## config.mk

```make
export PLATFORM = sky130hd
export DESIGN_NAME = mmio_address_decoder
export DESIGN_NICKNAME = d
export VERILOG_FILES = /design/src/hw/mmio_pkg.sv /design/src/hw/mmio_address_decoder.sv
export SDC_FILE = /design/constraint.sdc
export NUM_CORES = 1
export LEC_CHECK = 0
export BUFFER_PORTS_ARGS = -buffer_cell sky130_fd_sc_hd__buf_4
export CAP_MARGIN = 20
export CORE_AREA = 2 2 39 41
export DETAILED_ROUTE_END_ITERATION = 12
export DIE_AREA = 0 0 41 43
export PLACE_DENSITY = 0.51
export SETUP_SLACK_MARGIN = 0.1
export SLEW_MARGIN = 20
export SYNTH_ARGS = -nofsm -noshare
export SYNTH_HDL_FRONTEND = slang
export SYNTH_SLANG_ARGS = --single-unit
```

## constraint.sdc

```tcl
create_clock -name vclk -period 1.8
set_input_delay 0.27 -clock vclk [all_inputs]
set_output_delay 0.27 -clock vclk [all_outputs]
set_load 0.05 [all_outputs]
```

## src/hw/mmio_pkg.sv

```systemverilog
package mmio_pkg;

    // Width of CPU addresses and data words
    localparam int data_width = 32;

    // On-chip word SRAM at the bottom of the address space
    localparam int ram_words = 256;
    localparam int ram_index_width = $clog2(ram_words);
    localparam logic [data_width-1:0] ram_last_addr = data_width'(ram_words * 4 - 1);

    // Wait cycles the SRAM inserts before it acks
    localparam int sram_wait_cycles = 1;

    // Single keypad register word
    localparam logic [data_width-1:0] key_addr = 32'h0000_2000;

    // Display window 0x3000 to 0x3FFF
    // The mask keeps the bits that select the window
    localparam logic [data_width-1:0] disp_base = 32'h0000_3000;
    localparam logic [data_width-1:0] disp_mask = 32'hFFFF_F000;

    // Returned by reads with no data source
    localparam logic [data_width-1:0] bad_read_value = 32'hDEAD_BEEF;

    typedef enum logic [1:0] {
        REG_RAM,
        REG_KEY,
        REG_DISP,
        REG_NONE
    } region_t;

    // Access sequencer states
    typedef enum logic [2:0] {
        S_IDLE,
        S_WAIT_RAM,
        S_WAIT_KEY,
        S_WAIT_DISP,
        S_DONE
    } seq_state_t;

    // Bus manager states
    typedef enum logic {
        WB_IDLE,
        WB_BUS
    } wb_state_t;

endpackage

```

## src/hw/mmio_address_decoder.sv

```systemverilog
`timescale 1ns/1ps

module mmio_address_decoder
    import mmio_pkg::*;
(
    input  logic [data_width-1:0] addr_i,
    output region_t               region_o
);

    logic hit_ram;
    logic hit_key;
    logic hit_disp;

    // RAM starts at address zero so only the upper bound matters
    assign hit_ram = (addr_i <= ram_last_addr);

    // Keypad is one word at an exact address
    assign hit_key = (addr_i == key_addr);

    // Display covers a whole aligned window
    assign hit_disp = ((addr_i & disp_mask) == disp_base);

    always_comb begin
        if (hit_ram) begin
            region_o = REG_RAM;
        end else if (hit_key) begin
            region_o = REG_KEY;
        end else if (hit_disp) begin
            region_o = REG_DISP;
        end else begin
            region_o = REG_NONE;
        end
    end

endmodule

```

Word-level counts from Yosys, hierarchy flattened
Cells that the tools add are included.
{"block": "word_totals", "reg_bits": 0, "wordCells": 6}
{"block": "classes", "n_mux": 3, "n_lt_le_gt_ge": 1, "n_eq_ne": 2}
{"cell": "$eq 32x14->1 const B", "count": 1}
{"cell": "$le 32x10->1 const B", "count": 1}
{"cell": "$eq 20x2->1 const B", "count": 1}
{"cell": "$mux 2", "count": 2}
{"cell": "$mux 1", "count": 1}

Longest topological paths before layout
{"block": "depth", "ltp_word": 4, "depth_mapped": 3}

Worst setup path before layout
Ideal clock, no wire load.
{"block": "synth_path", "kind": "input to output", "start": "in addr_i[15]", "end": "out region_o[1]", "path_stages": 2, "arrival_time_ps": 1513, "path_slack_ps": 17, "path_cell_list": "or4_4 -> or4b_1"}
{"block": "synth_between", "elab_chain_cells": 3}
{"element": "from (decl)", "line": "mmio_address_decoder.sv:6", "source": "input logic [data_width-1:0] addr_i,"}
{"element": "branches (longest 2 deep; another with $le 32x10->1)"}
{"element": "$mux 2 (*)", "line": "mmio_address_decoder.sv:24", "source": "if (hit_ram) begin"}
{"element": "to (decl)", "line": "mmio_address_decoder.sv:7", "source": "output region_t region_o"}
Mark *: on every way between the ends.

Worst setup path in the final report
Ends and elaborated chain as after synthesis.

==> impl_metrics.tcl <==
set metrics [dict create \
    grt_use_total 0.0559 \
    synth_nets 48 \
    vias 285 \
    yosysWarnings 0 \
    rows 14 \
    vias_per_cell 4.25 \
    drtPass1Iterations 4 \
    start_util 0.0723 \
    hold_viol 0 \
    grt_max_degree 4 \
    hp-class "primary input to output pin" \
    nets 85 \
    dp_slack_ns -0.0640 \
    cts_hold_buf 0 \
    setup_ws_ns -0.0395 \
    fin_crit_sh 1.02 \
    drc 0 \
    core_um2 1380 \
    drive_above_1_share 0.765 \
    wl_um 640 \
    synth_cell_types 10 \
    worstSetupStartpoint "addr_i[15]" \
    crit_path_end "region_o[1]" \
    io_buffers 34 \
    endpoint_kind "output pin" \
    setup_viol_count_final 1 \
    io_pins 34 \
    worstPathRequired_ns 1.53 \
    grt_pass1_wl_um 717 \
    die_h_um 43 \
    tns_ns -0.0395 \
    violations "setup timing" \
    n_antenna_cell 0 \
    rsz0062_at_grt "true" \
    synthCells 16 \
    place.gp.congestion 0.612 \
    synthesis.area_um2 100 \
    seq_cells 0 \
    area_growth_pct 302 \
    clockBufferCount 0 \
    powerDensity_nw_per_um2 158 \
    drv_cap 0 \
    avgSynthCellArea_um2 6.26 \
    crit_fanout 2 \
    fin_crit_ns 1.84 \
    drt_first_iter_violations 5 \
    grt_pass1_vias 210 \
    critPathArrivalTime_ns 1.57 \
    status "finished, violations left" \
    antenna_found_initial 0 \
    overflow 0 \
    ir_drop_mv 0.0497 \
    fmax_ghz 0.544 \
    die-area_um2 1760 \
    slew_headroom 0.831 \
    ff_latch_area_um2 0 \
    n_fill_cell 140 \
    die_w_um 41 \
    timing_worst_slew_pin_value_ns 0.251 \
    critPathKind "primary input to output pin" \
    seq_area_frac_synth 0 \
    p_leak_nw 0.194 \
    avgRoutedWirePerCell_um 9.55 \
    cp-start-kind "primary input" \
    finalMaxSlewViolations 0 \
    multi_input_area_um2 113 \
    ant_nets 0 \
]
==> report_power, final <==
part	internal, mW	leakage (nW)	switching (mW)
sequential	0	0	0
combinational	0.0476	0.194	0.0160
clock	0	0	0
total	0.0476	0.194	0.0160
==> per-layer routing <==
metal	part of all wire	up-vias	wire [µm]	GRT usage
met2	0.41	33	265	0.100
li1	-	141	-	-
met4	0	0	0	0
met3	0.25	0	162	0
met5	0	-	0	0
met1	0.33	111	212	0.0759
==> layout make-up <==
cell class,count,share of cell area
well taps,16,0.0497
inverters,1,0.00932
repair buffers,35,0.661
multi-input cells,15,0.280
==> kinds of logic after synthesis <==
family / count (synthesis) / share of synthesized area
buffers and inverters: 1 / 0.0375
AND/OR/NAND/NOR: 13 / 0.850
AO/OA/AOI/OAI: 2 / 0.112
==> synth_stat cells <==
cell type	instances	area, µm²
nor2_1	1	3.75
or4_4	1	11.3
nor4_1	6	37.5
nor3_1	2	10.0
a31oi_1	1	6.26
and4_1	1	8.76
or4b_1	1	10.0
nand2_1	1	3.75
o21ai_0	1	5.00
inv_1	1	3.75
==> critical path, cell delays in order <==
cell    delay [ns]
buf_4         0.11
or4_4         0.53
or4b_4        0.49
buf_6         0.17
==> what timing repair did <==
action	CTS	global route
cloned	0	0
setup buffers	0	1
gates resized for setup	1	2
pin swaps	0	1
endpoints found under the setup margin	1	1
==> placed cells by master, fill, tap and decap left out <==
cell     count
and4_1       1
nand2_1      1
inv_1        1
nor2_1       1
nor3_1       2
buf_6        1
or4b_4       1
nor4_2       2
a31oi_1      1
nor4_1       4
buf_4       34
o21ai_1      1
or4_4        1
==> how the worst min path moves through the flow <==
stage / startpoint / end / slack, ns / cells after the start
after floorplan: addr_i[11] / region_o[1] / 0.73 / 1
after global placement: addr_i[11] / region_o[1] / 0.91 / 3
after detailed placement: addr_i[11] / region_o[1] / 0.91 / 3
after CTS: addr_i[11] / region_o[1] / 0.88 / 3
after global routing: addr_i[11] / region_o[1] / 0.89 / 3
final: addr_i[11] / region_o[1] / 0.88 / 3
==> through the flow <==
stage | std cells | util | instance area (µm²) | power, mW | hold WS, ns
2_1_floorplan | 16 | - | 104 | 0.00586 | 0.734
3_3_place_gp | 66 | 0.274 | 379 | 0.0607 | 0.912
3_5_place_dp | 66 | 0.274 | 379 | 0.0619 | 0.912
4_1_cts | 66 | 0.277 | 383 | 0.0620 | 0.882
5_1_grt | 67 | 0.291 | 403 | 0.0688 | 0.890
6_report | 67 | 0.291 | 403 | 0.0636 | 0.879
Power figures use the tool's default switching activity.
