===== src/hw/mmio_pkg.sv =====
package mmio_pkg;

    // Width of CPU addresses and data words
    localparam int data_width = 32;

    // On-chip word SRAM at the bottom of the address space
    localparam int ram_words = 256;
    localparam int ram_index_width = $clog2(ram_words);
    localparam logic [data_width-1:0] ram_last_addr = data_width'(ram_words * 4 - 1);

    // Wait cycles the SRAM inserts before it acks
    localparam int sram_wait_cycles = 1;

    // Single keypad register word
    localparam logic [data_width-1:0] key_addr = 32'h0000_2000;

    // Display window 0x3000 to 0x3FFF
    // The mask keeps the bits that select the window
    localparam logic [data_width-1:0] disp_base = 32'h0000_3000;
    localparam logic [data_width-1:0] disp_mask = 32'hFFFF_F000;

    // Returned by reads with no data source
    localparam logic [data_width-1:0] bad_read_value = 32'hDEAD_BEEF;

    typedef enum logic [1:0] {
        REG_RAM,
        REG_KEY,
        REG_DISP,
        REG_NONE
    } region_t;

    // Access sequencer states
    typedef enum logic [2:0] {
        S_IDLE,
        S_WAIT_RAM,
        S_WAIT_KEY,
        S_WAIT_DISP,
        S_DONE
    } seq_state_t;

    // Bus manager states
    typedef enum logic {
        WB_IDLE,
        WB_BUS
    } wb_state_t;

endpackage


===== src/hw/keypad_register.sv =====
`timescale 1ns/1ps

module keypad_register
    import mmio_pkg::*;
(
    input  logic                  clk,
    input  logic                  reset,
    input  logic [4:0]            button_i,
    input  logic [1:0]            app_i,
    input  logic                  key_strobe_i,
    input  logic                  key_read_i,
    output logic [data_width-1:0] key_data_o
);

    logic       new_event;
    logic [4:0] button_q;
    logic [1:0] app_q;

    // Last key event fields
    always_ff @(posedge clk or posedge reset) begin
        if (reset) begin
            button_q <= '0;
            app_q    <= '0;
        end else if (key_strobe_i) begin
            button_q <= button_i;
            app_q    <= app_i;
        end
    end

    // A fresh strobe beats a read in the same cycle
    always_ff @(posedge clk or posedge reset) begin
        if (reset) begin
            new_event <= 1'b0;
        end else if (key_strobe_i) begin
            new_event <= 1'b1;
        end else if (key_read_i) begin
            new_event <= 1'b0;
        end
    end

    // Flag in bit 31, app in 6:5, button in 4:0
    assign key_data_o = {new_event, 24'b0, app_q, button_q};

endmodule


===== config.mk =====
export PLATFORM = sky130hd
export DESIGN_NAME = keypad_register
export DESIGN_NICKNAME = d
export VERILOG_FILES = /design/src/hw/mmio_pkg.sv /design/src/hw/keypad_register.sv
export SDC_FILE = /design/constraint.sdc
export NUM_CORES = 1
export LEC_CHECK = 0
export BUFFER_PORTS_ARGS = -buffer_cell sky130_fd_sc_hd__buf_2
export CAP_MARGIN = 20
export CORE_UTILIZATION = 33
export CTS_CLUSTER_DIAMETER = 150
export DETAILED_ROUTE_END_ITERATION = 12
export PLACE_DENSITY = 0.84
export RECOVER_POWER = 100
export SLEW_MARGIN = 20
export SYNTH_ARGS = -nofsm -noshare
export SYNTH_HDL_FRONTEND = slang
export SYNTH_SLANG_ARGS = --single-unit

===== constraint.sdc =====
create_clock -name clk -period 0.8 [get_ports clk]
set_clock_uncertainty 0.05 [all_clocks]
set_input_delay 0.08 -clock clk [delete_from_list [all_inputs] [get_ports clk]]
set_output_delay 0.08 -clock clk [all_outputs]
set_load 0.005 [all_outputs]

Word level (Yosys, flattened, before mapping)
Index checks and enable logic that the tools add are counted.

Word-level logic and storage cells: 6. Bits in registers: 8. Bits of input ports: 11. Output and inout bits: 32.

Reductions and logical operators: 1. Mux-type cells: 2.

Operator list (number): $mux 1 (2); $reduce_bool 2->1 (1).

Depth between registers and ports, before layout
Word-level depth: 2. Gate-level depth with buffers: 2.

Worst setup path before layout
No wires, ideal clock.

Kind: register to register. Start point: register app_q[0] (netlist name). End point: register app_q[0]. Period minus slack after synthesis: 0.798 ns. Arrival time: 0.623 ns. Data required time: 0.625 ns. Setup slack: 0.002 ns. Stages on the path, launching flop included: 2. Cell sequence: dfrtp_1 > mux2_4.

RTL lines: end signal: assignment (line keypad_register.sv:26) `app_q <= app_i;`; end: declaration (line keypad_register.sv:17) `logic [1:0] app_q;`.

Final worst setup path
Start point: register button_q[2]. End point: output port key_data_o[2].

RTL lines: start: declaration (line keypad_register.sv:16) `logic [4:0] button_q;`; start signal: assignment (line keypad_register.sv:25) `button_q <= button_i;`; end: declaration (line keypad_register.sv:12) `output logic [data_width-1:0] key_data_o`.

No word-level cell between the ends.

==> out/metrics.csv <==
stage;metric;value;unit
setup_path;Crit. Startpoint;button_q[2]$_DFFE_PP0P_;
floorplan;IO Count;43;
final_layout;area of the multi-input gates;203.9;µm²
final_layout;count of non-filler cells in the finished layout;80;
clock_tree;largest buffer count on any clock path;2;
routing;DRT Pass-1 Iters;8;
sta;RSZ-0062 raised after global routing;yes;
routing;wl on met1;268;µm
floorplan;Row Count;14;
logic_synthesis;Syn Area/Cell;11.65;µm²
sta;period utilisation layout;1.111;
global_routing;GRT Overall Usage;0.08759;
pwr;Gate power share;0.192;
setup_path;CP delay by family, top;flip-flops;
routing;vias;289;
floorplan;core area;0.001489;mm²
run;Max-Cap Viols;0;
hold_path;worst min path class;in2reg;
pwr;clock power share;0.317;
final_layout;diode count;0;
global_routing;largest net degree at the start of global routing;9;
setup_path;CP required;670;ps
logic_synthesis;post-synthesis sequential area ratio;0.3819;
setup_path;slowest CP cell;dfrtp_1;
placed_design;port buffer count;18;
clock_tree;Clock Latency Late Sink;240;ps
sta;FMAX;1.125;GHz
routing;DRT Wirelength;700;µm
floorplan;die span in x;41.86;µm
clock_tree;TritonCTS clock tree;built;
routing;WL/cell;8.750;µm
clock_tree;number of buffers created by CTS;3;
clock_tree;Root Driver;clkbuf_4;
logic_synthesis;cell area after synthesis;524.3;µm²
floorplan;Die Ht;41.86;µm
final_layout;final instance area;554.3;µm²
clock_tree;post-cts sizing count;0;
logic_synthesis;Mapped Cells;45;
setup_path;cells along the critical path;buf_2;
clock_tree;Post-CTS Setup Bufs;0;
run_status;status;finished, violations left;
routing;1st-iter DRT viols;2;
sta;final setup vio count;14;
pwr;Sw Ratio;0.2422;
logic_synthesis;yosys warns;0;
hold_path;hold path startpoint;button_i[3];
sta;hold_ws;14.65;ps
final_layout;proportion of layout cells with a drive suffix above 1;0.4531;
global_routing;global-route wire length before repair;1041;µm
floorplan;starting density of the core;0.3521;
final_layout;register area;200.2;µm²
routing;Post-route DRC;1;
routing;Top Layer Used;met3;
sta;setup TNS;-667.7;ps
sta;fin crit period;888.9;ps
setup_path;Setup CP Type;reg2out;
routing;Final ANT Viol Nets;0;
setup_path;CP Launch Type;flop;
setup_path;Critical Path Max Stage Delay;380;ps
clock_tree;clk sinks;8;
logic_synthesis;FF+latch count, synth;8;
logic_synthesis;distinct cell type count after synthesis;7;
final_layout;Final Util;0.3723;
pwr;sequential power share;0.492;
pwr;Power Dens Cells;1705;mW/mm²
global_routing;vias in the first global route;230;
placed_design;GPL Wtd Cong;0.6377;
setup_path;CP Max Fanout;2;
sta;final worst slack;-88.93;ps
setup_path;Worst Setup End Kind;primary output;
clock_tree;clock-pin slew on the worst setup and hold paths;50;ps
global_routing;initial antenna violation count;0;
routing;vias per inst;3.613;
floorplan;DIE AREA;0.001752;mm²
setup_path;launch point of the worst reg-to-reg path;button_q[1]$_DFFE_PP0P_;
final_layout;commonest non-fill, non-tap cell in the layout;conb_1;
clock_tree;Hold Buf Count CTS;1;
pwr;Psw;228.9;µW
global_routing;gr ovfl total;0;
sta;Final Hold Viols;0;
placed_design;DP Area;521.8;µm²
final_layout;synthesis-to-finish area growth;5.728;%
clock_tree;H-tree depth;1;
pwr;Internal;716.0;µW
pwr;Lkg Pwr;0.3317;nW
final_layout;Net count, final;77;
placed_design;pre-CTS WS;-20.60;ps
run_status;failing checks;DRC, setup timing;
setup_path;Buf/Inv on CP;1;
routing;met3 routed WL;67;µm
routing;Met2 Wirelength;364;µm
sta;max-slew violation count;0;
final_layout;most frequent cells in the layout;conb_1, buf_2, dfrtp_1;
final_layout;# fillers;155;
pwr;maximum vdd drop;0.0007527;V
setup_path;critical path data arrival time;760;ps
pwr;power consumption;944.9;µW
placed_design;dpl cells;76;
## synthesized netlist by cell type
cell type	count	area, µm²
buf_4	25	187.7
dfrtp_1	8	200.2
mux2_4	7	105.1
inv_1	2	7.510
a21o_2	1	8.760
buf_6	1	11.26
conb_1	1	3.750
## state kept, by name (all words and copies together) (netlist names)
signal	flops
new_event	1
button_q	5
app_q	2
## layer usage
layer	up-vias	track usage
li1	132	-
met1	129	0.08864
met2	28	0.1281
met3	0	0.04783
met4	0	0.07742
met5	-	0
## power by group through the flow
| stage | registers, mW | clock network [mW] | logic (mW) |
|---|---|---|---|
| 3_5_place_dp | 0.471 | 0 | 0.180 |
| 4_1_cts | 0.465 | 0.314 | 0.184 |
| 3_3_place_gp | 0.471 | 0 | 0.174 |
| 5_1_grt | 0.468 | 0.340 | 0.199 |
| 6_report | 0.465 | 0.299 | 0.181 |
| 2_1_floorplan | 0.473 | 0 | 0.196 |
## cell type report
class                   count  share of cell area
well taps                  16             0.03612
clock buffers               3             0.04063
repair buffers             19              0.1806
multi-input cells          32              0.3679
flip-flops and latches      8              0.3612
inverters                   2             0.01354
## final timing paths
check                      slack [ps]                       to  cells past startpoint
hold / removal                     10  button_q[3]$_DFFE_PP0P_                      2
min in group asynchronous         270  button_q[1]$_DFFE_PP0P_                      3
hold reg to reg                   420    new_event$_DFFE_PP0P_                      1
setup / recovery                  -90            key_data_o[2]                      1
max in group asynchronous         210     app_q[0]$_DFFE_PP0P_                      3
setup reg to reg                  -20  button_q[1]$_DFFE_PP0P_                      1
## cells by family after synthesis
logic type / after synthesis / synth area share
AO/OA/AOI/OAI: 1 / 0.01671
buffers and inverters: 28 / 0.3938
flip-flops: 8 / 0.3819
multiplexers: 7 / 0.2005
other: 1 / 0.007153
Note: power is estimated with default switching activity, not from simulation.
