**config.mk**
```make
export PLATFORM = sky130hd
export DESIGN_NAME = ack_center
export DESIGN_NICKNAME = d
export VERILOG_FILES = /design/src/hw/mmio_pkg.sv /design/src/hw/ack_center.sv
export SDC_FILE = /design/constraint.sdc
export NUM_CORES = 1
export LEC_CHECK = 0
export BUFFER_PORTS_ARGS = -buffer_cell sky130_fd_sc_hd__buf_2
export CAP_MARGIN = 30
export CORE_MARGIN = 2
export CORE_UTILIZATION = 43
export CTS_CLUSTER_DIAMETER = 200
export DETAILED_ROUTE_END_ITERATION = 10
export GPL_ROUTABILITY_DRIVEN = 0
export PLACE_DENSITY = 0.8
export SETUP_SLACK_MARGIN = 0.02
export SLEW_MARGIN = 20
export SYNTH_ARGS = -nofsm -noshare
export SYNTH_HDL_FRONTEND = slang
export SYNTH_SLANG_ARGS = --single-unit
```
**constraint.sdc**
```tcl
create_clock -name clk -period 1.9 [get_ports clk]
set_clock_uncertainty 0.05 [all_clocks]
set_input_delay 0.095 -clock clk [delete_from_list [all_inputs] [get_ports clk]]
set_output_delay 0.095 -clock clk [all_outputs]
set_load 0.02 [all_outputs]
```
**src/hw/mmio_pkg.sv**
```systemverilog
package mmio_pkg;

    // Width of CPU addresses and data words
    localparam int data_width = 32;

    // On-chip word SRAM at the bottom of the address space
    localparam int ram_words = 256;
    localparam int ram_index_width = $clog2(ram_words);
    localparam logic [data_width-1:0] ram_last_addr = data_width'(ram_words * 4 - 1);

    // Wait cycles the SRAM inserts before it acks
    localparam int sram_wait_cycles = 1;

    // Single keypad register word
    localparam logic [data_width-1:0] key_addr = 32'h0000_2000;

    // Display window 0x3000 to 0x3FFF
    // The mask keeps the bits that select the window
    localparam logic [data_width-1:0] disp_base = 32'h0000_3000;
    localparam logic [data_width-1:0] disp_mask = 32'hFFFF_F000;

    // Returned by reads with no data source
    localparam logic [data_width-1:0] bad_read_value = 32'hDEAD_BEEF;

    typedef enum logic [1:0] {
        REG_RAM,
        REG_KEY,
        REG_DISP,
        REG_NONE
    } region_t;

    // Access sequencer states
    typedef enum logic [2:0] {
        S_IDLE,
        S_WAIT_RAM,
        S_WAIT_KEY,
        S_WAIT_DISP,
        S_DONE
    } seq_state_t;

    // Bus manager states
    typedef enum logic {
        WB_IDLE,
        WB_BUS
    } wb_state_t;

endpackage

```
**src/hw/ack_center.sv**
```systemverilog
`timescale 1ns/1ps

module ack_center
    import mmio_pkg::*;
(
    input  logic                  clk,
    input  logic                  reset,
    input  logic                  mem_read_i,
    input  logic                  mem_write_i,
    input  region_t               region_i,
    input  logic                  wb_done_i,
    input  logic [data_width-1:0] wb_rdata_i,
    input  logic [data_width-1:0] key_data_i,
    input  logic                  display_ack_i,
    output logic                  wb_start_o,
    output logic                  wb_write_o,
    output logic                  key_read_o,
    output logic                  display_wen_o,
    output logic                  d_ack_o,
    output logic [data_width-1:0] load_data_o
);

    seq_state_t            state;
    seq_state_t            state_next;
    logic                  request;
    logic                  launch_ram;
    logic                  finish;
    logic [data_width-1:0] load_sel;

    assign request    = mem_read_i || mem_write_i;
    assign launch_ram = (state == S_IDLE) && request && (region_i == REG_RAM);

    always_comb begin
        state_next = state;
        case (state)
            S_IDLE: begin
                if (request) begin
                    if (region_i == REG_RAM) begin
                        state_next = S_WAIT_RAM;
                    end else if (region_i == REG_DISP && mem_write_i) begin
                        state_next = S_WAIT_DISP;
                    end else begin
                        // Keypad, display reads and unmapped space
                        state_next = S_WAIT_KEY;
                    end
                end
            end
            S_WAIT_RAM: begin
                if (wb_done_i) begin
                    state_next = S_DONE;
                end
            end
            S_WAIT_KEY: begin
                state_next = S_DONE;
            end
            S_WAIT_DISP: begin
                if (display_ack_i) begin
                    state_next = S_DONE;
                end
            end
            default: begin
                state_next = S_IDLE;
            end
        endcase
    end

    assign finish = (state_next == S_DONE);

    // Load data source for the access that is finishing
    always_comb begin
        if (mem_read_i && region_i == REG_RAM) begin
            load_sel = wb_rdata_i;
        end else if (mem_read_i && region_i == REG_KEY) begin
            load_sel = key_data_i;
        end else begin
            load_sel = bad_read_value;
        end
    end

    always_ff @(posedge clk or posedge reset) begin
        if (reset) begin
            state       <= S_IDLE;
            wb_start_o  <= 1'b0;
            wb_write_o  <= 1'b0;
            load_data_o <= '0;
        end else begin
            state      <= state_next;
            wb_start_o <= launch_ram;
            if (launch_ram) begin
                wb_write_o <= mem_write_i;
            end
            if (finish) begin
                load_data_o <= load_sel;
            end
        end
    end

    // Flag clears on the same edge that captures the keypad word
    assign key_read_o = (state == S_WAIT_KEY) && mem_read_i && (region_i == REG_KEY);

    assign display_wen_o = (state == S_WAIT_DISP);
    assign d_ack_o       = (state == S_DONE);

endmodule

```
# After elaboration in Yosys (flattened, before gate mapping)
# Cells that the tools add are included.
# word_totals
reg_bits	37
output_inout_bits	37
elab_cells	29
# op_classes
eq_ne	7
muxes	8
n_reduce_logical	10
# op_table
operator	count
$mux W32	2
$pmux W3 S4	1
$mux W3	3
$logic_and A1 B1 Y1	7
$eq A3 B2 Y1 const B	2
$eq A3 B3 Y1 const B	2
$eq A3 B1 Y1 const B	1
$logic_not A3 Y1	1
$eq A2 B1 Y1 const B	1
$eq A2 B2 Y1 const B	1
$logic_not A2 Y1	1
$mux W2	1
$logic_or A1 B1 Y1	1
$mux W1	1

# Longest topological paths before layout
# logic_depth
word_depth	7
depth_mapped	5
mapped_depth_nobuf	3

# Worst setup path before layout
# OpenSTA, ideal clock, no wires.
# synth_timing
path_kind	reg-to-reg
startpoint	register state[0]
endpoint	register load_data_o[14]
setup_time_ns	0.128
arrival_time_ns	1.325
path_slack_ns	0.397
stages_incl_launch_ff	5
n_path_buf	1
period_less_slack_ns	1.503
cell_sequence	dfrtp_1 -> and4bb_1 -> a21oi_4 -> buf_6 -> mux2_1
# synth_via
elab_chain_cells	3
elab_cells_between_ends	9
cone_classes	eq/ne (4); mux (4); reduce/logical (1)
# synth_rtl
item	line	source
start: declaration	ack_center.sv:23	seq_state_t state;
start signal: assignment	ack_center.sv:87	state <= state_next;
$eq A3 B2 Y1 (tied with other cells)	ack_center.sv:35	case (state)
$pmux W3 S4 *	ack_center.sv:35	
$eq A3 B3 Y1 *	ack_center.sv:67	assign finish = (state_next == S_DONE);
end signal: assignment	ack_center.sv:93	load_data_o <= load_sel;
end: declaration	ack_center.sv:20	output logic [data_width-1:0] load_data_o
# Mark *: on every way between the ends. The rest lies on a longest branch, timed or not.
# A chain may end at the register's enable or synchronous reset.

# Worst setup path in the final report
# layout_timing
startpoint	register state[0]
endpoint	register load_data_o[1]
# Same word-level chain as after synthesis.

==> metrics.csv <==
stage,metric,value,unit
critical_path,Worst EP arrival,1850,ps
critical_path,CP required,2060,ps
placed_design,number of port buffers,108,
sta,# setup viols final,0,
routing,DRC,0,
routing,antenna-violating nets left,0,
pwr,Power Density,1530,nW/um^2
floorplan,Die W,68.8,um
critical_path,Worst setup SP type,flop,
synth,Synth area leaders,"dfrtp_1 (51%), mux2i_1 (14%), o22ai_1 (8.7%)",
clock_network,clk sinks,37,
global_route,first-pass GRT wire length,6330,um
placed_design,DP Worst Slack,170,ps
synth,biggest area consumer among synthesized cells,dfrtp_1,
sta,Worst Hold Slack,36.0,ps
synth,Synth async-reset ratio,100,%
clock_network,H-Tree Level Count,2,
layout,Finished Layout Cells,325,
sta,Final Cycle Share,89.3,%
clock_network,Root Driver,clkbuf_8,
placed_design,cell count after placement,315,
clock_network,TritonCTS clock tree,done,
critical_path,"Max FO, Critical Path",13,
global_route,Overflow after GRT,0,
routing,Initial DRC Count,78,
synth,Synth top area share,51.2,%
floorplan,Core Region,4030,um^2
floorplan,I/O Pins,109,
run,# Max-Cap Violations,0,
global_route,overall global routing resource usage,18.4,%
synth,yosys warns,0,
layout,Nets,346,
layout,share of layout cells above drive strength 1,45.8,%
sta,Slew Limit Fails,0,
routing,drt wl/cell,12.7,um
floorplan,die area,4740,um^2
synth,synthesized flop and latch total,37,
synth,"Top FF cell, synth",dfrtp_1,
critical_path,WS Path Type,reg2reg,
pwr,P_leak,1.50,nW
sta,minimum clock period,1700,ps
pwr,total power,3.87,mW
sta,slew margin rel.,44.2,%
floorplan,row count,23,
synth,post-synth cell types,27,
clock_network,CTS max path bufs,2,
synth,Syn Inst Count,161,
sta,Hold Fails Final Rpt,0,
synth,cell area after synthesis,1810,um^2
clock_network,post_cts resized,0,
placed_design,DP Wirelength,3140,um
sta,RSZ-0062 raised after global routing,false,
floorplan,initial core utilization,44.8,%
floorplan,Die H,68.8,um
synth,synthesized area per cell,11.2,um^2
routing,Routed WL,4140,um
clock_network,Clock Latency Late Sink,280,ps
sta,Final WS setup,204,ps
clock_network,total CTS buffers,5,
layout,Antenna Cells,0,
critical_path,CP endpoint kind,flop,
synth,number of synthesized flops with an enable pin,0,
pwr,maximum vdd drop,0.726,mV
global_route,initial antenna violation count,0,
synth,syn nets,233,
routing,drt first pass iters,4,
synth,sequential area share after synthesis,51.2,%
routing,vias,1626,
layout,Layout area overhead,40.1,%
routing,post-DR vias/cell,5.00,
min_path,Hold/Removal Path Class,in2reg,
sta,TNS Setup,0,ps
global_route,largest net degree at the start of global routing,38,
outcome,status,"finished, final reports clean",
sta,Worst Tran Pin Value,837,ps
clock_network,post-CTS setup buffers,0,
clock_network,clock-pin slew on the worst setup and hold paths,70,ps
global_route,vias in the first global route,1485,
sta,Max Freq,590,MHz
[cells in the final DEF, fill, tap and decap left out]
| cell type | instances |
|---|---|
| and4bb_1 | 1 |
| nand3b_1 | 1 |
| a21oi_1 | 1 |
| nor3_1 | 2 |
| inv_1 | 28 |
| and2b_1 | 1 |
| nor2_1 | 1 |
| nand2b_1 | 1 |
| bufinv_16 | 1 |
| o21ai_0 | 2 |
| buf_4 | 5 |
| dfrtp_1 | 37 |
| a21oi_4 | 1 |
| o211ai_1 | 1 |
| mux2_1 | 5 |
| nor2b_1 | 1 |
| or3b_1 | 1 |
| mux2_2 | 4 |
| and3b_1 | 1 |
| dlygate4sd3_1 | 2 |
| nor3b_1 | 2 |
| clkbuf_8 | 6 |
| nor3b_2 | 1 |
| clkbuf_1 | 1 |
| a22o_1 | 8 |
| o22ai_1 | 25 |
| buf_2 | 108 |
| nand2_1 | 2 |
| mux2i_1 | 25 |
[cell type report]
type / count / area (um^2)
clock buffer: 7 / 86.3
multi-input combinational: 87 / 723
clock inverter: 1 / 30.0
fill: 361 / 1500
tap: 50 / 62.6
inverter: 28 / 105
timing repair buffer: 115 / 598
sequential: 37 / 926
[per-stage QoR]
step	instance area (um^2)	utilization, %
floorplan	1810	-
global placement	2390	59.4
detailed placement	2390	59.4
CTS	2530	62.8
global route	2530	62.8
finish	2530	62.8
[Yosys cell counts (2+ instances only)]
library cell and count:
nor3_1 2, clkbuf_1 3, nor3b_1 2, mux2i_1 25, dfrtp_1 37, o22ai_1 25
buf_4 2, nand2_1 2, mux2_2 4, o21ai_0 2, mux2_1 5, a22o_1 8
buf_2 3, inv_1 28
[worst max-delay path, cell delays in order (launching register included)]
cell and delay (ps):
dfrtp_1 450, and4bb_1 260, a21oi_4 320, buf_4 320, mux2i_1 220
[sequential cells by signal, summed over array words and instances, names as in the netlist]
register     flops
wb_write_o       1
load_data_o     32
state            3
wb_start_o       1
[routing by layer]
| metal | global-route usage (%) | routed length (um) | vias up | part of all wire, % |
|---|---|---|---|---|
| li1 | - | - | 791 | - |
| met3 | 6.17 | 302 | 4 | 7.3 |
| met5 | 0 | 0 | - | 0 |
| met2 | 30.6 | 2050 | 65 | 49 |
| met4 | 7.11 | 36 | 0 | 0.87 |
| met1 | 22.1 | 1750 | 766 | 42 |
[timing repair]
item	4_1_cts	5_1_grt
hold buffers	2	0
hold endpoints to repair	38	0
endpoints found under the setup margin	0	0
[path summary, 6_finish.rpt]
path | startpoint | endpoint | slack (ps) | cells after the start
setup / recovery | state[0]$_DFF_PP0_ | load_data_o[1]$_DFFE_PP0N_ | 200 | 4
hold / removal | mem_write_i | wb_write_o$_DFFE_PP0P_ | 40 | 2
setup reg to reg | state[0]$_DFF_PP0_ | load_data_o[1]$_DFFE_PP0N_ | 200 | 4
hold reg to reg | state[2]$_DFF_PP0_ | state[0]$_DFF_PP0_ | 440 | 1
max in group asynchronous | reset | state[0]$_DFF_PP0_ | 1090 | 4
min in group asynchronous | reset | wb_write_o$_DFFE_PP0P_ | 390 | 4
[where the power goes]
group | leakage [nW] | switching [mW] | internal, mW
logic | 1.04 | 1.06 | 0.737
registers | 0.400 | 0.206 | 1.17
clock network | 0.0585 | 0.266 | 0.428
[kinds of logic after synthesis]
family	share of synthesized area, %
AO/OA/AOI/OAI	14.7
flip-flops	51.2
buffers and inverters	8.73
multiplexers	19.5
AND/OR/NAND/NOR	5.89
Note: power is estimated with default switching activity, not from simulation.
