==> src/hw/mmio_pkg.sv <==
package mmio_pkg;

    // Width of CPU addresses and data words
    localparam int data_width = 32;

    // On-chip word SRAM at the bottom of the address space
    localparam int ram_words = 256;
    localparam int ram_index_width = $clog2(ram_words);
    localparam logic [data_width-1:0] ram_last_addr = data_width'(ram_words * 4 - 1);

    // Wait cycles the SRAM inserts before it acks
    localparam int sram_wait_cycles = 1;

    // Single keypad register word
    localparam logic [data_width-1:0] key_addr = 32'h0000_2000;

    // Display window 0x3000 to 0x3FFF
    // The mask keeps the bits that select the window
    localparam logic [data_width-1:0] disp_base = 32'h0000_3000;
    localparam logic [data_width-1:0] disp_mask = 32'hFFFF_F000;

    // Returned by reads with no data source
    localparam logic [data_width-1:0] bad_read_value = 32'hDEAD_BEEF;

    typedef enum logic [1:0] {
        REG_RAM,
        REG_KEY,
        REG_DISP,
        REG_NONE
    } region_t;

    // Access sequencer states
    typedef enum logic [2:0] {
        S_IDLE,
        S_WAIT_RAM,
        S_WAIT_KEY,
        S_WAIT_DISP,
        S_DONE
    } seq_state_t;

    // Bus manager states
    typedef enum logic {
        WB_IDLE,
        WB_BUS
    } wb_state_t;

endpackage

==> src/hw/wb_manager.sv <==
`timescale 1ns/1ps

module wb_manager
    import mmio_pkg::*;
(
    input  logic                  clk,
    input  logic                  reset,

    // Request side
    input  logic                  start_i,
    input  logic                  write_i,
    input  logic [data_width-1:0] addr_i,
    input  logic [data_width-1:0] wdata_i,
    output logic [data_width-1:0] rdata_o,
    output logic                  done_o,

    // Bus side
    output logic                  wb_cyc_o,
    output logic                  wb_stb_o,
    output logic                  wb_we_o,
    output logic [data_width-1:0] wb_adr_o,
    output logic [data_width-1:0] wb_dat_o,
    input  logic                  wb_ack_i,
    input  logic [data_width-1:0] wb_dat_i
);

    wb_state_t state;
    wb_state_t state_next;
    logic      launch;
    logic      bus_end;

    assign launch  = (state == WB_IDLE) && start_i;
    assign bus_end = (state == WB_BUS) && wb_ack_i;

    always_comb begin
        state_next = state;
        case (state)
            WB_IDLE: begin
                if (start_i) begin
                    state_next = WB_BUS;
                end
            end
            WB_BUS: begin
                // Hold the cycle until the subordinate answers
                if (wb_ack_i) begin
                    state_next = WB_IDLE;
                end
            end
            default: begin
                state_next = WB_IDLE;
            end
        endcase
    end

    always_ff @(posedge clk or posedge reset) begin
        if (reset) begin
            state  <= WB_IDLE;
            done_o <= 1'b0;
        end else begin
            state  <= state_next;
            done_o <= bus_end;
        end
    end

    // Request captured at launch and held for the whole cycle
    always_ff @(posedge clk) begin
        if (launch) begin
            wb_we_o  <= write_i;
            wb_adr_o <= addr_i;
            wb_dat_o <= wdata_i;
        end
    end

    // Read word valid together with done_o
    always_ff @(posedge clk) begin
        if (bus_end) begin
            rdata_o <= wb_dat_i;
        end
    end

    // Single access per cycle so strobe follows cycle
    assign wb_cyc_o = (state == WB_BUS);
    assign wb_stb_o = (state == WB_BUS);

endmodule

==> config.mk <==
export PLATFORM = sky130hd
export DESIGN_NAME = wb_manager
export DESIGN_NICKNAME = d
export VERILOG_FILES = /design/src/hw/mmio_pkg.sv /design/src/hw/wb_manager.sv
export SDC_FILE = /design/constraint.sdc
export NUM_CORES = 1
export LEC_CHECK = 0
export BUFFER_PORTS_ARGS = -buffer_cell sky130_fd_sc_hd__buf_4
export CAP_MARGIN = 20
export CORE_ASPECT_RATIO = 0.6
export CORE_MARGIN = 4
export CORE_UTILIZATION = 37
export DETAILED_ROUTE_END_ITERATION = 8
export HOLD_SLACK_MARGIN = 0.12
export PLACE_DENSITY = 0.73
export SLEW_MARGIN = 20
export SYNTH_ARGS = -nofsm -noshare
export SYNTH_HDL_FRONTEND = slang
export SYNTH_SLANG_ARGS = --single-unit
==> constraint.sdc <==
create_clock -name clk -period 1.8 [get_ports clk]
set_input_delay 0.36 -clock clk [delete_from_list [all_inputs] [get_ports clk]]
set_output_delay 0.36 -clock clk [all_outputs]
set_load 0.03 [all_outputs]
==> Word level (Yosys, flattened, before mapping) <==
Index checks and enable logic that the tools add are counted.
{ "word_totals": {"regBits": 99, "in_bits": 101, "out_inout_bits": 100, "wordCells": 12} }
{ "op_classes": {"n_mux": 3, "bitwise": 1, "n_reduce_logical": 2} }
{ "op_table": {"columns": ["operator", "n"], "rows": [
  ["$logic_and A1 B1 Y1", 2],
  ["$mux W1", 2],
  ["$pmux W1 S2", 1],
  ["$not A1 Y1", 1]
]} }

==> Longest topological paths before layout <==
Gate-level depths: netlist (run 1).
{ "depth": {"word_depth": 2, "mapped_depth": 2, "mapped_depth_nobuf": 2} }

==> Worst setup path before layout (run 1) <==
Ideal clock, no wire load.
{ "synth_timing": {"path_type": "flip-flop to flip-flop", "startpoint": "reg state, in the netlist wb_cyc_o", "endpoint": "reg wb_adr_o[0], enable pin", "setup_time_ns": 0.393, "arrival_time_ns": 1.485, "required_ns": 1.407, "path_slack_ns": -0.078, "stages_incl_launch_ff": 2, "path_buffers": 0, "period_less_slack_ns": 1.878, "cell_sequence": "dfrtp_1 > and2b_2"} }
{ "synth_via": {"elab_chain_cells": 2} }
{ "synth_lines": {"columns": ["element", "line_no", "rtl"], "rows": [
  ["start, declared", "wb_manager.sv:27", "wb_state_t state;"],
  ["start signal, assigned", "wb_manager.sv:60", "state <= state_next;"],
  ["$not A1 Y1", "wb_manager.sv:32", "assign launch = (state == WB_IDLE) && start_i;"],
  ["$logic_and A1 B1 Y1", "wb_manager.sv:32", null],
  ["net launch", "wb_manager.sv:29", "logic launch;"],
  ["end signal, assigned", "wb_manager.sv:69", "wb_adr_o <= addr_i;"],
  ["end, declared", "wb_manager.sv:21", "output logic [data_width-1:0] wb_adr_o,"]
]} }
The timed path passes the listed nets, and every way through them passes these cells.
A chain may end at the register's enable or synchronous reset.

==> Worst setup path in the final report (run 1) <==
{ "layout_timing": {"startpoint": "reg state, in the netlist wb_cyc_o", "endpoint": "reg wb_dat_o[14], enable pin"} }
{ "layout_via": {"elab_chain_cells": 2} }
{ "layout_lines": {"columns": ["element", "line_no", "rtl"], "rows": [
  ["$not A1 Y1", "wb_manager.sv:32", null],
  ["$logic_and A1 B1 Y1", "wb_manager.sv:32", null],
  ["net launch", "wb_manager.sv:29", null],
  ["end signal, assigned", "wb_manager.sv:70", "wb_dat_o <= wdata_i;"],
  ["end, declared", "wb_manager.sv:22", "output logic [data_width-1:0] wb_dat_o,"]
]} }
The timed path passes the listed nets, and every way through them passes these cells.

==> flow_summary_export.csv, run 1 <==
group,metric,value,unit
clocking,cts_resized,0,
logic_synthesis,yosysWarnings,0,
placement,numPortBuffers,200,
flow_run,cap_violations,0,
critical_path,crit_start,"wb_cyc_o",
finish,fillers,584,
logic_synthesis,synth-async-reset-ratio,2.02,%
critical_path,crit_type,"reg2reg",
logic_synthesis,synth-main-ff-cell,"edfxtp_1",
timing,setup_tns,0,ps
logic_synthesis,synth-seq-cells,99,
placement,place.gp.congestion,0.761,
power_and_ir_drop,p_leak,2.08,nW
critical_path,crit_path_cell_trace,"and2b_4 -> buf_12",
placement,dp_hpwl,5810,um
critical_path,cp_slowest_cell,"and2b_4",
clocking,numClockSinks,99,
clocking,clockBufferDepth,2,
global_route,overflow,0,
logic_synthesis,synth_common_cells,"edfxtp_1 (97), dfrtp_1 (2)",
timing,rsz0062_at_grt,"false",
clocking,cts_max_level,3,
timing,post-route-period-util,77.5,%
global_route,grt_first_pass_wirelength,10600,um
logic_synthesis,synth-edff-count,97,
logic_synthesis,yosysTopAreaCell,"edfxtp_1",
floorplan,core,7880,sq um
drt,totalWireLength,7390,um
drt,drc,0,
min_path,worstHoldPathType,"in2reg",
power_and_ir_drop,vdd_drop_max,0.669,mV
logic_synthesis,syn_nets,206,
clocking,cts.clk_slew.worst_paths,70,ps
finish,drive_above_1_share,68.1,%
floorplan,ios,201,
logic_synthesis,synth.area.top_cells,"edfxtp_1 (97%), dfrtp_1 (1.7%), and2_4 (0.29%)",
critical_path,end_kind,"register",
timing,finClkSkew,5.89,ps
critical_path,critPathArrivalTime,1430,ps
outcome,status,"finished clean",
critical_path,reg2reg_from,"wb_cyc_o",
critical_path,reg2reg_slack,400,ps
clocking,cts_tree,"done",
critical_path,endpoint,"wb_dat_o[14]",
timing,relSlewSlack,70.9,%
logic_synthesis,synthMostInstantiatedCell,"edfxtp_1",
floorplan,chipWidth,124,um
critical_path,critPathLaunchType,"register",
logic_synthesis,synthDistinctLibCells,8,
drt,ant_nets,0,
timing,report.final.slew_viol_count,0,
clocking,insertion_delay,330,ps
clocking,clockRootBuffer,"clkbuf_16",
critical_path,worstReg2RegEnd,"wb_dat_o[14]",
drt,first_pass_iters,4,
drt,vias_per_cell,4.19,
timing,setup_viol,0,
finish,fin_nets,419,
floorplan,dieArea,9660,sq um
critical_path,reg2regPathDepth,2,
timing,fmax,716,MHz
critical_path,cp_num_buf_inv,1,
logic_synthesis,netlist_area,3000,sq um
critical_path,worstSetupPathDepth,2,
timing,min_period,1400,ps
timing,fin_hold_ws,199,ps
logic_synthesis,yosysTopAreaCellShare,97.0,%
floorplan,initial_utilization,38.1,%
finish,post-route-util,63.4,%
power_and_ir_drop,power.density,1120,nW/um^2
critical_path,slowest_delay,420,ps
timing,tightest_slew,437,ps
global_route,antenna_found_initial,0,
finish,n_antenna_cell,0,
critical_path,required,1830,ps
drt,avgRoutedWirePerCell,17.2,um
drt,drt-initial-drc-count,95,
logic_synthesis,syn_area_per_cell,28.6,sq um
global_route,grt_max_degree,35,
logic_synthesis,yosysSeqAreaShare,98.7,%
floorplan,die_height,77.8,um
floorplan,rows,25,
global_route,grt_pass1_vias,1939,
global_route,grtUsageTotal,14.9,%
finish,syn_to_final_growth,66.6,%
logic_synthesis,synthCells,105,
timing,hold_viol_final,0,
drt,via_count,1805,
critical_path,cp_max_fo,32,
critical_path,critPathTopFamily,"simple AND/OR/NAND/NOR gates",
clocking,cts_inserted_buffers,9,
==> how the worst min path moves through the flow <==
stage           startpoint            to  slack, ps  depth (start not counted)
3_3_place_gp         reset        done_o        230                          2
5_1_grt          addr_i[2]   wb_adr_o[2]        180                          1
2_1_floorplan        reset        done_o        100                          1
6_report       wdata_i[20]  wb_dat_o[20]        200                          1
3_5_place_dp         reset        done_o        230                          2
4_1_cts         wdata_i[8]   wb_dat_o[8]        180                          1
==> worst register-to-register path: stages, from the launching register on <==
cell     delay (ps)
dfrtp_1         410
and2b_4         420
buf_12          240
==> report_power, final <==
part	switching [mW]	internal [mW]	total (mW)
registers	0.0434	2.73	2.77
clock network	0.776	1.22	2.00
logic	0.478	0.337	0.815
==> layout by cell type, fill, tap and decap left out <==
master and n:
dfrtp_1 2, inv_6 1, nor2_2 1, clkinvlp_4 2, clkbuf_1 1, dlygate4sd3_1 1, buf_12 2, clkinv_2 1
bufinv_16 2, nor2_1 1, edfxtp_1 97, inv_1 1, and2_4 1, buf_4 200, clkbuf_16 9, and2b_4 1
==> through the flow <==
stage | std cells | total power [mW] | worst slack [ps] | area (sq um)
4_1_cts | 431 | 5.65 | 396 | 5000
6_report | 431 | 5.58 | 404 | 5000
2_1_floorplan | 105 | 3.21 | 150 | 3000
3_3_place_gp | 414 | 3.63 | 425 | 4670
3_5_place_dp | 414 | 3.65 | 408 | 4670
5_1_grt | 431 | 5.79 | 329 | 5000
==> sequential cells by signal, indices dropped and copies added (netlist names) <==
name,flops
rdata_o,32
wb_adr_o,32
wb_dat_o,32
done_o,1
wb_cyc_o,1
wb_we_o,1
==> cells by family (layout without fill, tap and decap cells) <==
kind of cell,after synthesis,in the layout,synth area share [%]
DFF,99,99,98.7
buffers and inverters,2,220,0.375
and+or+nand+nor,4,4,0.917
==> final cells by class <==
class | instances | area, sq um | area share [%]
clock buffer | 10 | 229 | 4.58
clock inverter | 6 | 88.8 | 1.78
inverter | 1 | 3.75 | 0.0751
multi-input combinational | 4 | 28.8 | 0.576
sequential | 99 | 2960 | 59.3
tap | 108 | 135 | 2.70
timing repair buffer | 203 | 1550 | 31.0
==> timing repair <==
item	in CTS	in global routing
hold endpoints to repair	2	0
hold buffers	1	0
setup buffers	0	0
==> metal layers <==
| layer | track usage (%) | up-vias | routed length (um) |
|---|---|---|---|
| met4 | 6.56 | 0 | 161 |
| met5 | 0 | - | 0 |
| met2 | 25.6 | 94 | 3990 |
| met3 | 6.74 | 13 | 574 |
| li1 | - | 845 | - |
| met1 | 15.9 | 853 | 2660 |
Note: power is estimated with default switching activity, not from simulation.
==> run 2: changes to the inputs <==
==> constraint.sdc (replaced) <==
create_clock -name clk -period 1.14 [get_ports clk]
set_input_delay 0.228 -clock clk [delete_from_list [all_inputs] [get_ports clk]]
set_output_delay 0.228 -clock clk [all_outputs]
set_load 0.03 [all_outputs]
==> run 2 against run 1 <==
  * Non-clock buffer count grew 111
  * Maximum frequency grew 11%
  * The run now ends with negative setup slack left
  * Combinational power grew 130%
  * Critical path type unchanged
  * Final cell count rose by 26%
  * Critical path depth unchanged
  * Utilization up 18 points
  * Clock-buffer cell count shrank 1
  * Worst setup slack worse by 520 ps
  * First-iteration DRC count increased by 15%
  * Die area stayed put
  * Routed wire length is 43% higher
  * Largest cell class is now non-clock buffers
  * Clock power rose by 43%
==> flow_summary_export.csv, run 2 (same netlist as run 1, synthesis figures left out) <==
group,metric,value,unit
timing,min_period,1260,ps
min_path,worstHoldPathType,"in2async",
drt,via_count,2382,
floorplan,core,7880,sq um
global_route,antenna_found_initial,1,
drt,first_pass_iters,4,
power_and_ir_drop,switching_share,25.8,%
drt,drc,0,
timing,rsz0062_at_grt,"true",
placement,place_inst,422,
power_and_ir_drop,vdd_drop_max,1.50,mV
global_route,grt_max_degree,27,
finish,fin_nets,531,
finish,drive_above_1_share,54.3,%
drt,vias_per_cell,4.38,
global_route,overflow,0,
timing,hold_viol_final,0,
timing,fmax,794,MHz
outcome,status,"finished with violations",
critical_path,slowest_delay,430,ps
finish,syn_to_final_growth,114,%
drt,avgRoutedWirePerCell,19.5,um
critical_path,crit_type,"reg2reg",
power_and_ir_drop,power,9.16,mW
clocking,clockBufferDepth,2,
clocking,cts_max_level,3,
placement,pre_cts_ws,-72.2,ps
clocking,clockRootBuffer,"clkbuf_16",
timing,report.final.slew_viol_count,0,
finish,final_cell_mix,"buf_4 (130), dlygate4sd3_1 (99), edfxtp_1 (97)",
clocking,cts_inserted_buffers,9,
timing,relSlewSlack,88.4,%
global_route,grtUsageTotal,20.3,%
global_route,grt_pass1_vias,2606,
clocking,post_cts_buffers,0,
critical_path,required,1190,ps
drt,ant_nets,0,
clocking,cts.clk_slew.worst_paths,70,ps
finish,reg_top3,"rdata_o: 32 flops, wb_adr_o: 32 flops, wb_dat_o: 32 flops",
placement,place.gp.congestion,0.773,
finish,instances_no_fill,544,
finish,mostFrequentLayoutCell,"buf_4",
finish,fillers,404,
global_route,grt_first_pass_wirelength,14600,um
power_and_ir_drop,power.share.combinational,20.5,%
drt,drt-initial-drc-count,109,
clocking,numClockSinks,99,
floorplan,initial_utilization,38.1,%
power_and_ir_drop,power.density,1430,nW/um^2
timing,setup_viol,105,
critical_path,end_kind,"register",
floorplan,ios,201,
flow_run,cap_violations,0,
power_and_ir_drop,intPower,6.80,mW
floorplan,rows,25,
critical_path,cp_slowest_cell,"dfrtp_2",
timing,tightest_slew,174,ps
placement,place_area,4750,sq um
floorplan,die_height,77.8,um
timing,post-route-period-util,111,%
clocking,insertion_delay,340,ps
critical_path,critPathLaunchType,"register",
power_and_ir_drop,sequentialPowerShare,48.2,%
finish,finish.instance_area,6420,sq um
power_and_ir_drop,clkPwrFrac,31.2,%
power_and_ir_drop,p_leak,2.67,nW
critical_path,critPathArrivalTime,1310,ps
placement,dp_hpwl,6050,um
power_and_ir_drop,p_sw,2.36,mW
outcome,failed_checks,"negative setup slack",
critical_path,reg2reg_slack,-120,ps
clocking,cts_tree,"done",
timing,fin_hold_ws,310,ps
critical_path,cp_max_fo,8,
placement,numPortBuffers,200,
critical_path,crit_path_cell_trace,"and2b_4 -> clkbuf_16",
drt,totalWireLength,10600,um
floorplan,dieArea,9660,sq um
timing,finClkSkew,6.19,ps
floorplan,chipWidth,124,um
timing,worst_slack,-120,ps
run 2: cell count changes in the layout (fill, tap and decap cells not counted), sizes merged, moves of 2 or more:
cell	change
buf	+10
bufinv	-2
clkbuf	+2
clkinv	+2
dlygate4sd3	+98
inv	+2
run 2: power groups by stage:
| stage | combinational [mW] | clock (mW) | sequential, mW |
|---|---|---|---|
| CTS | 1.68 | 2.91 | 4.38 |
| global placement | 1.34 | 0 | 4.45 |
| global route | 1.96 | 3.09 | 4.44 |
| floorplan | 0.128 | 0 | 4.93 |
| finish | 1.88 | 2.86 | 4.42 |
| detailed placement | 1.36 | 0 | 4.45 |
run 2: path summary, 6_finish.rpt:
path,start,endpoint,cells past startpoint
max,wb_cyc_o,wb_dat_o[16],2
min,reset,wb_cyc_o,3
max reg2reg,wb_cyc_o,wb_dat_o[16],2
min reg2reg,wb_cyc_o,wb_cyc_o,3
max in group asynchronous,reset,wb_cyc_o,3
min in group clk,wb_ack_i,done_o,3
run 2: stage by stage:
| step | util, % | setup TNS, ps |
|---|---|---|
| 2_1_floorplan | - | -31360 |
| 3_3_place_gp | 60.2 | -3110 |
| 3_5_place_dp | 60.2 | -3210 |
| 4_1_cts | 77.1 | -4940 |
| 5_1_grt | 81.5 | -10010 |
| 6_report | 81.5 | -6900 |
run 2: final cells by class:
cell class	count	area, sq um	share of cell area (%)
tap	108	135	2.10
sequential	99	2960	46.1
multi-input combinational	5	38.8	0.604
antenna	1	2.50	0.0390
timing repair buffer	314	3000	46.6
inverter	1	3.75	0.0584
clock inverter	7	58.8	0.915
clock buffer	9	225	3.51
run 2: timing repair:
item                                   CTS  global route
endpoints found under the hold margin  100             0
cloned                                   0             6
hold buffers                            99             0
gates resized for setup                 16            64
setup endpoints to repair               77           157
run 2: worst max-delay path, delay by kind of cell, from the launching register on:
family / cells / cell delay, ps
buffers and inverters: 1 / 190
flip-flops: 1 / 430
AND/OR/NAND/NOR: 1 / 360
run 2: layer usage:
layer,wire length [um],global-route usage [%],up-vias
li1,-,-,1073
met1,3610,19.7,1164
met2,5990,38.8,124
met3,713,7.70,21
met4,289,8.32,0
met5,0,0,-
==> run 3: changes to the inputs <==
--- a/config.mk
+++ b/config.mk
@@ -5,6 +5,7 @@
 export SDC_FILE = /design/constraint.sdc
 export NUM_CORES = 1
 export LEC_CHECK = 0
+export ABC_AREA = 1
 export BUFFER_PORTS_ARGS = -buffer_cell sky130_fd_sc_hd__buf_4
 export CAP_MARGIN = 20
 export CORE_ASPECT_RATIO = 0.6
==> run 3 against run 2 <==
  * The run still ends with negative setup slack left
  * Non-clock buffer count up 7
  * Maximum frequency is 8.7% lower
  * Combinational power rose by 8%
  * Register-to-register slack lost 120 ps
  * Die area is 0.23% higher
  * Worst setup slack worse by 120 ps
  * Global-route usage up 1.1 points
  * Final cell count rose by 1.5%
  * Largest cell class unchanged
  * Highest routed layer unchanged
==> flow_summary_export.csv, run 3 <==
group,metric,value,unit
outcome,status,"finished with violations",
outcome,failed_checks,"negative setup slack",
placement,numPortBuffers,200,
logic_synthesis,synth-main-ff-cell,"edfxtp_1",
floorplan,dieArea,9690,sq um
placement,dp_hpwl,6440,um
critical_path,crit_type,"reg2reg",
critical_path,crit_path_cell_trace,"buf_6 -> inv_4 -> nand2_4 -> clkinvlp_4 -> buf_12 -> clkbuf_16",
power_and_ir_drop,power.density,1480,nW/um^2
clocking,cts_max_level,3,
drt,via_count,2488,
finish,drive_above_1_share,55.0,%
critical_path,critPathLaunchType,"register",
placement,place_area,4740,sq um
finish,fin_nets,541,
floorplan,chipWidth,124,um
timing,tightest_slew,133,ps
placement,pre_cts_ws,-44.1,ps
global_route,overflow,0,
clocking,cts.clk_slew.worst_paths,60,ps
finish,post-route-util,82.9,%
critical_path,cp_slowest_cell,"dfrtp_2",
timing,post-route-period-util,121,%
placement,place_inst,425,
logic_synthesis,yosysWarnings,0,
timing,setup_tns,-18070,ps
logic_synthesis,netlist_area,3010,sq um
drt,ant_nets,0,
finish,n_antenna_cell,0,
logic_synthesis,synth-edff-count,97,
finish,mostFrequentLayoutCell,"buf_4",
logic_synthesis,synth-async-reset-ratio,2.02,%
global_route,grt_pass1_vias,2520,
logic_synthesis,syn_nets,210,
timing,worst_slack,-240,ps
drt,vias_per_cell,4.51,
finish,finish.instance_area,6530,sq um
drt,drc,0,
critical_path,required,1190,ps
clocking,clockBufferDepth,2,
clocking,cts_tree,"done",
global_route,grtUsageTotal,21.4,%
drt,first_pass_iters,4,
logic_synthesis,synth_common_cells,"edfxtp_1 (97), inv_1 (5), dfrtp_1 (2), nand2_1 (2), nand2_2 (2)",
power_and_ir_drop,p_leak,2.74,nW
drt,totalWireLength,11800,um
logic_synthesis,synthDistinctLibCells,6,
critical_path,end_kind,"register",
finish,instances_no_fill,552,
logic_synthesis,synthMostInstantiatedCell,"edfxtp_1",
power_and_ir_drop,power,9.69,mW
timing,rsz0062_at_grt,"true",
logic_synthesis,syn_area_per_cell,27.6,sq um
drt,avgRoutedWirePerCell,21.4,um
finish,final_cell_mix,"buf_4 (148), dlygate4sd3_1 (98), edfxtp_1 (97)",
timing,relSlewSlack,91.1,%
drt,drt-initial-drc-count,168,
min_path,worstHoldPathType,"in2reg",
timing,finClkSkew,5.54,ps
clocking,clockRootBuffer,"clkbuf_16",
logic_synthesis,synthCells,109,
critical_path,slowest_delay,430,ps
timing,report.final.slew_viol_count,0,
floorplan,initial_utilization,38.2,%
logic_synthesis,yosysSeqAreaShare,98.5,%
clocking,cts_inserted_buffers,9,
critical_path,cp_max_fo,8,
global_route,grt_max_degree,34,
flow_run,cap_violations,0,
timing,fin_hold_ws,177,ps
finish,reg_top3,"rdata_o: 32 flops, wb_adr_o: 32 flops, wb_dat_o: 32 flops",
placement,place.gp.congestion,0.795,
floorplan,ios,201,
logic_synthesis,synth-seq-cells,99,
finish,syn_to_final_growth,117,%
power_and_ir_drop,vdd_drop_max,1.06,mV
timing,min_period,1380,ps
floorplan,rows,25,
clocking,numClockSinks,99,
timing,setup_viol,111,
global_route,grt_first_pass_wirelength,15300,um
floorplan,core,7880,sq um
clocking,insertion_delay,340,ps
global_route,antenna_found_initial,0,
critical_path,reg2reg_slack,-240,ps
logic_synthesis,yosysTopAreaCellShare,96.8,%
timing,fmax,725,MHz
logic_synthesis,synth.area.top_cells,"edfxtp_1 (97%), dfrtp_1 (1.7%), inv_1 (0.62%)",
timing,hold_viol_final,0,
floorplan,die_height,77.9,um
logic_synthesis,yosysTopAreaCell,"edfxtp_1",
critical_path,critPathArrivalTime,1430,ps
[run 3: cell types whose count changed after synthesis, sizes merged]
cell	previous run	this run
and2b	1	0
inv	1	5
nor2	2	0
nand2	0	4
and2	1	0
[run 3: cell families (layout without fill, tap and decap cells)]
logic type	Yosys count	after routing	synth area share, %
simple gates	4	4	0.665
flops	99	99	98.5
buf+inv	6	341	0.873
[run 3: critical path: cells and delay by family, from the launching register on]
family / cells / cell delay (ps)
DFF: 1 / 430
buffers and inverters: 5 / 620
and+or+nand+nor: 1 / 50
[run 3: report_power, final]
group / leakage [nW] / internal, mW / switching [mW] / total [mW]
registers: 0.936 / 4.32 / 0.119 / 4.44
clock network: 0.153 / 1.93 / 1.29 / 3.21
logic: 1.65 / 1.05 / 0.984 / 2.03
total: 2.74 / 7.30 / 2.39 / 9.69
[run 3: final timing paths]
kind	from	end	depth (start not counted)
max	wb_cyc_o	wb_dat_o[19]	6
min	wb_ack_i	wb_cyc_o	4
max in group asynchronous	reset	wb_cyc_o	3
max reg2reg	wb_cyc_o	wb_dat_o[19]	6
min in group asynchronous	reset	wb_cyc_o	3
min reg2reg	wb_cyc_o	wb_cyc_o	5
[run 3: area by class of cell]
class                      instances  area [sq um]
clock buffer                      10           229
inverter                           5          28.8
clock inverter                     5          86.3
multi-input combinational          4          32.5
sequential                        99          2960
fill                             379          1350
tap                              108           135
timing repair buffer             321          3060
[run 3: metal layers]
| layer | vias up | track usage [%] | part of all wire (%) |
|---|---|---|---|
| met5 | - | 0 | 0 |
| met2 | 135 | 39.7 | 56 |
| met4 | 0 | 6.78 | 2.6 |
| met1 | 1239 | 23.3 | 35 |
| li1 | 1094 | - | - |
| met3 | 20 | 7.22 | 6.9 |
[run 3: timing repair]
| item | 4_1_cts | 5_1_grt |
|---|---|---|
| hold buffers | 98 | 0 |
| buffers inserted | 3 | 4 |
| gates resized for setup | 17 | 58 |
| setup endpoints to repair | 102 | 155 |
| pin swaps | 0 | 1 |
| endpoints found under the hold margin | 99 | 0 |
| cloned | 0 | 7 |
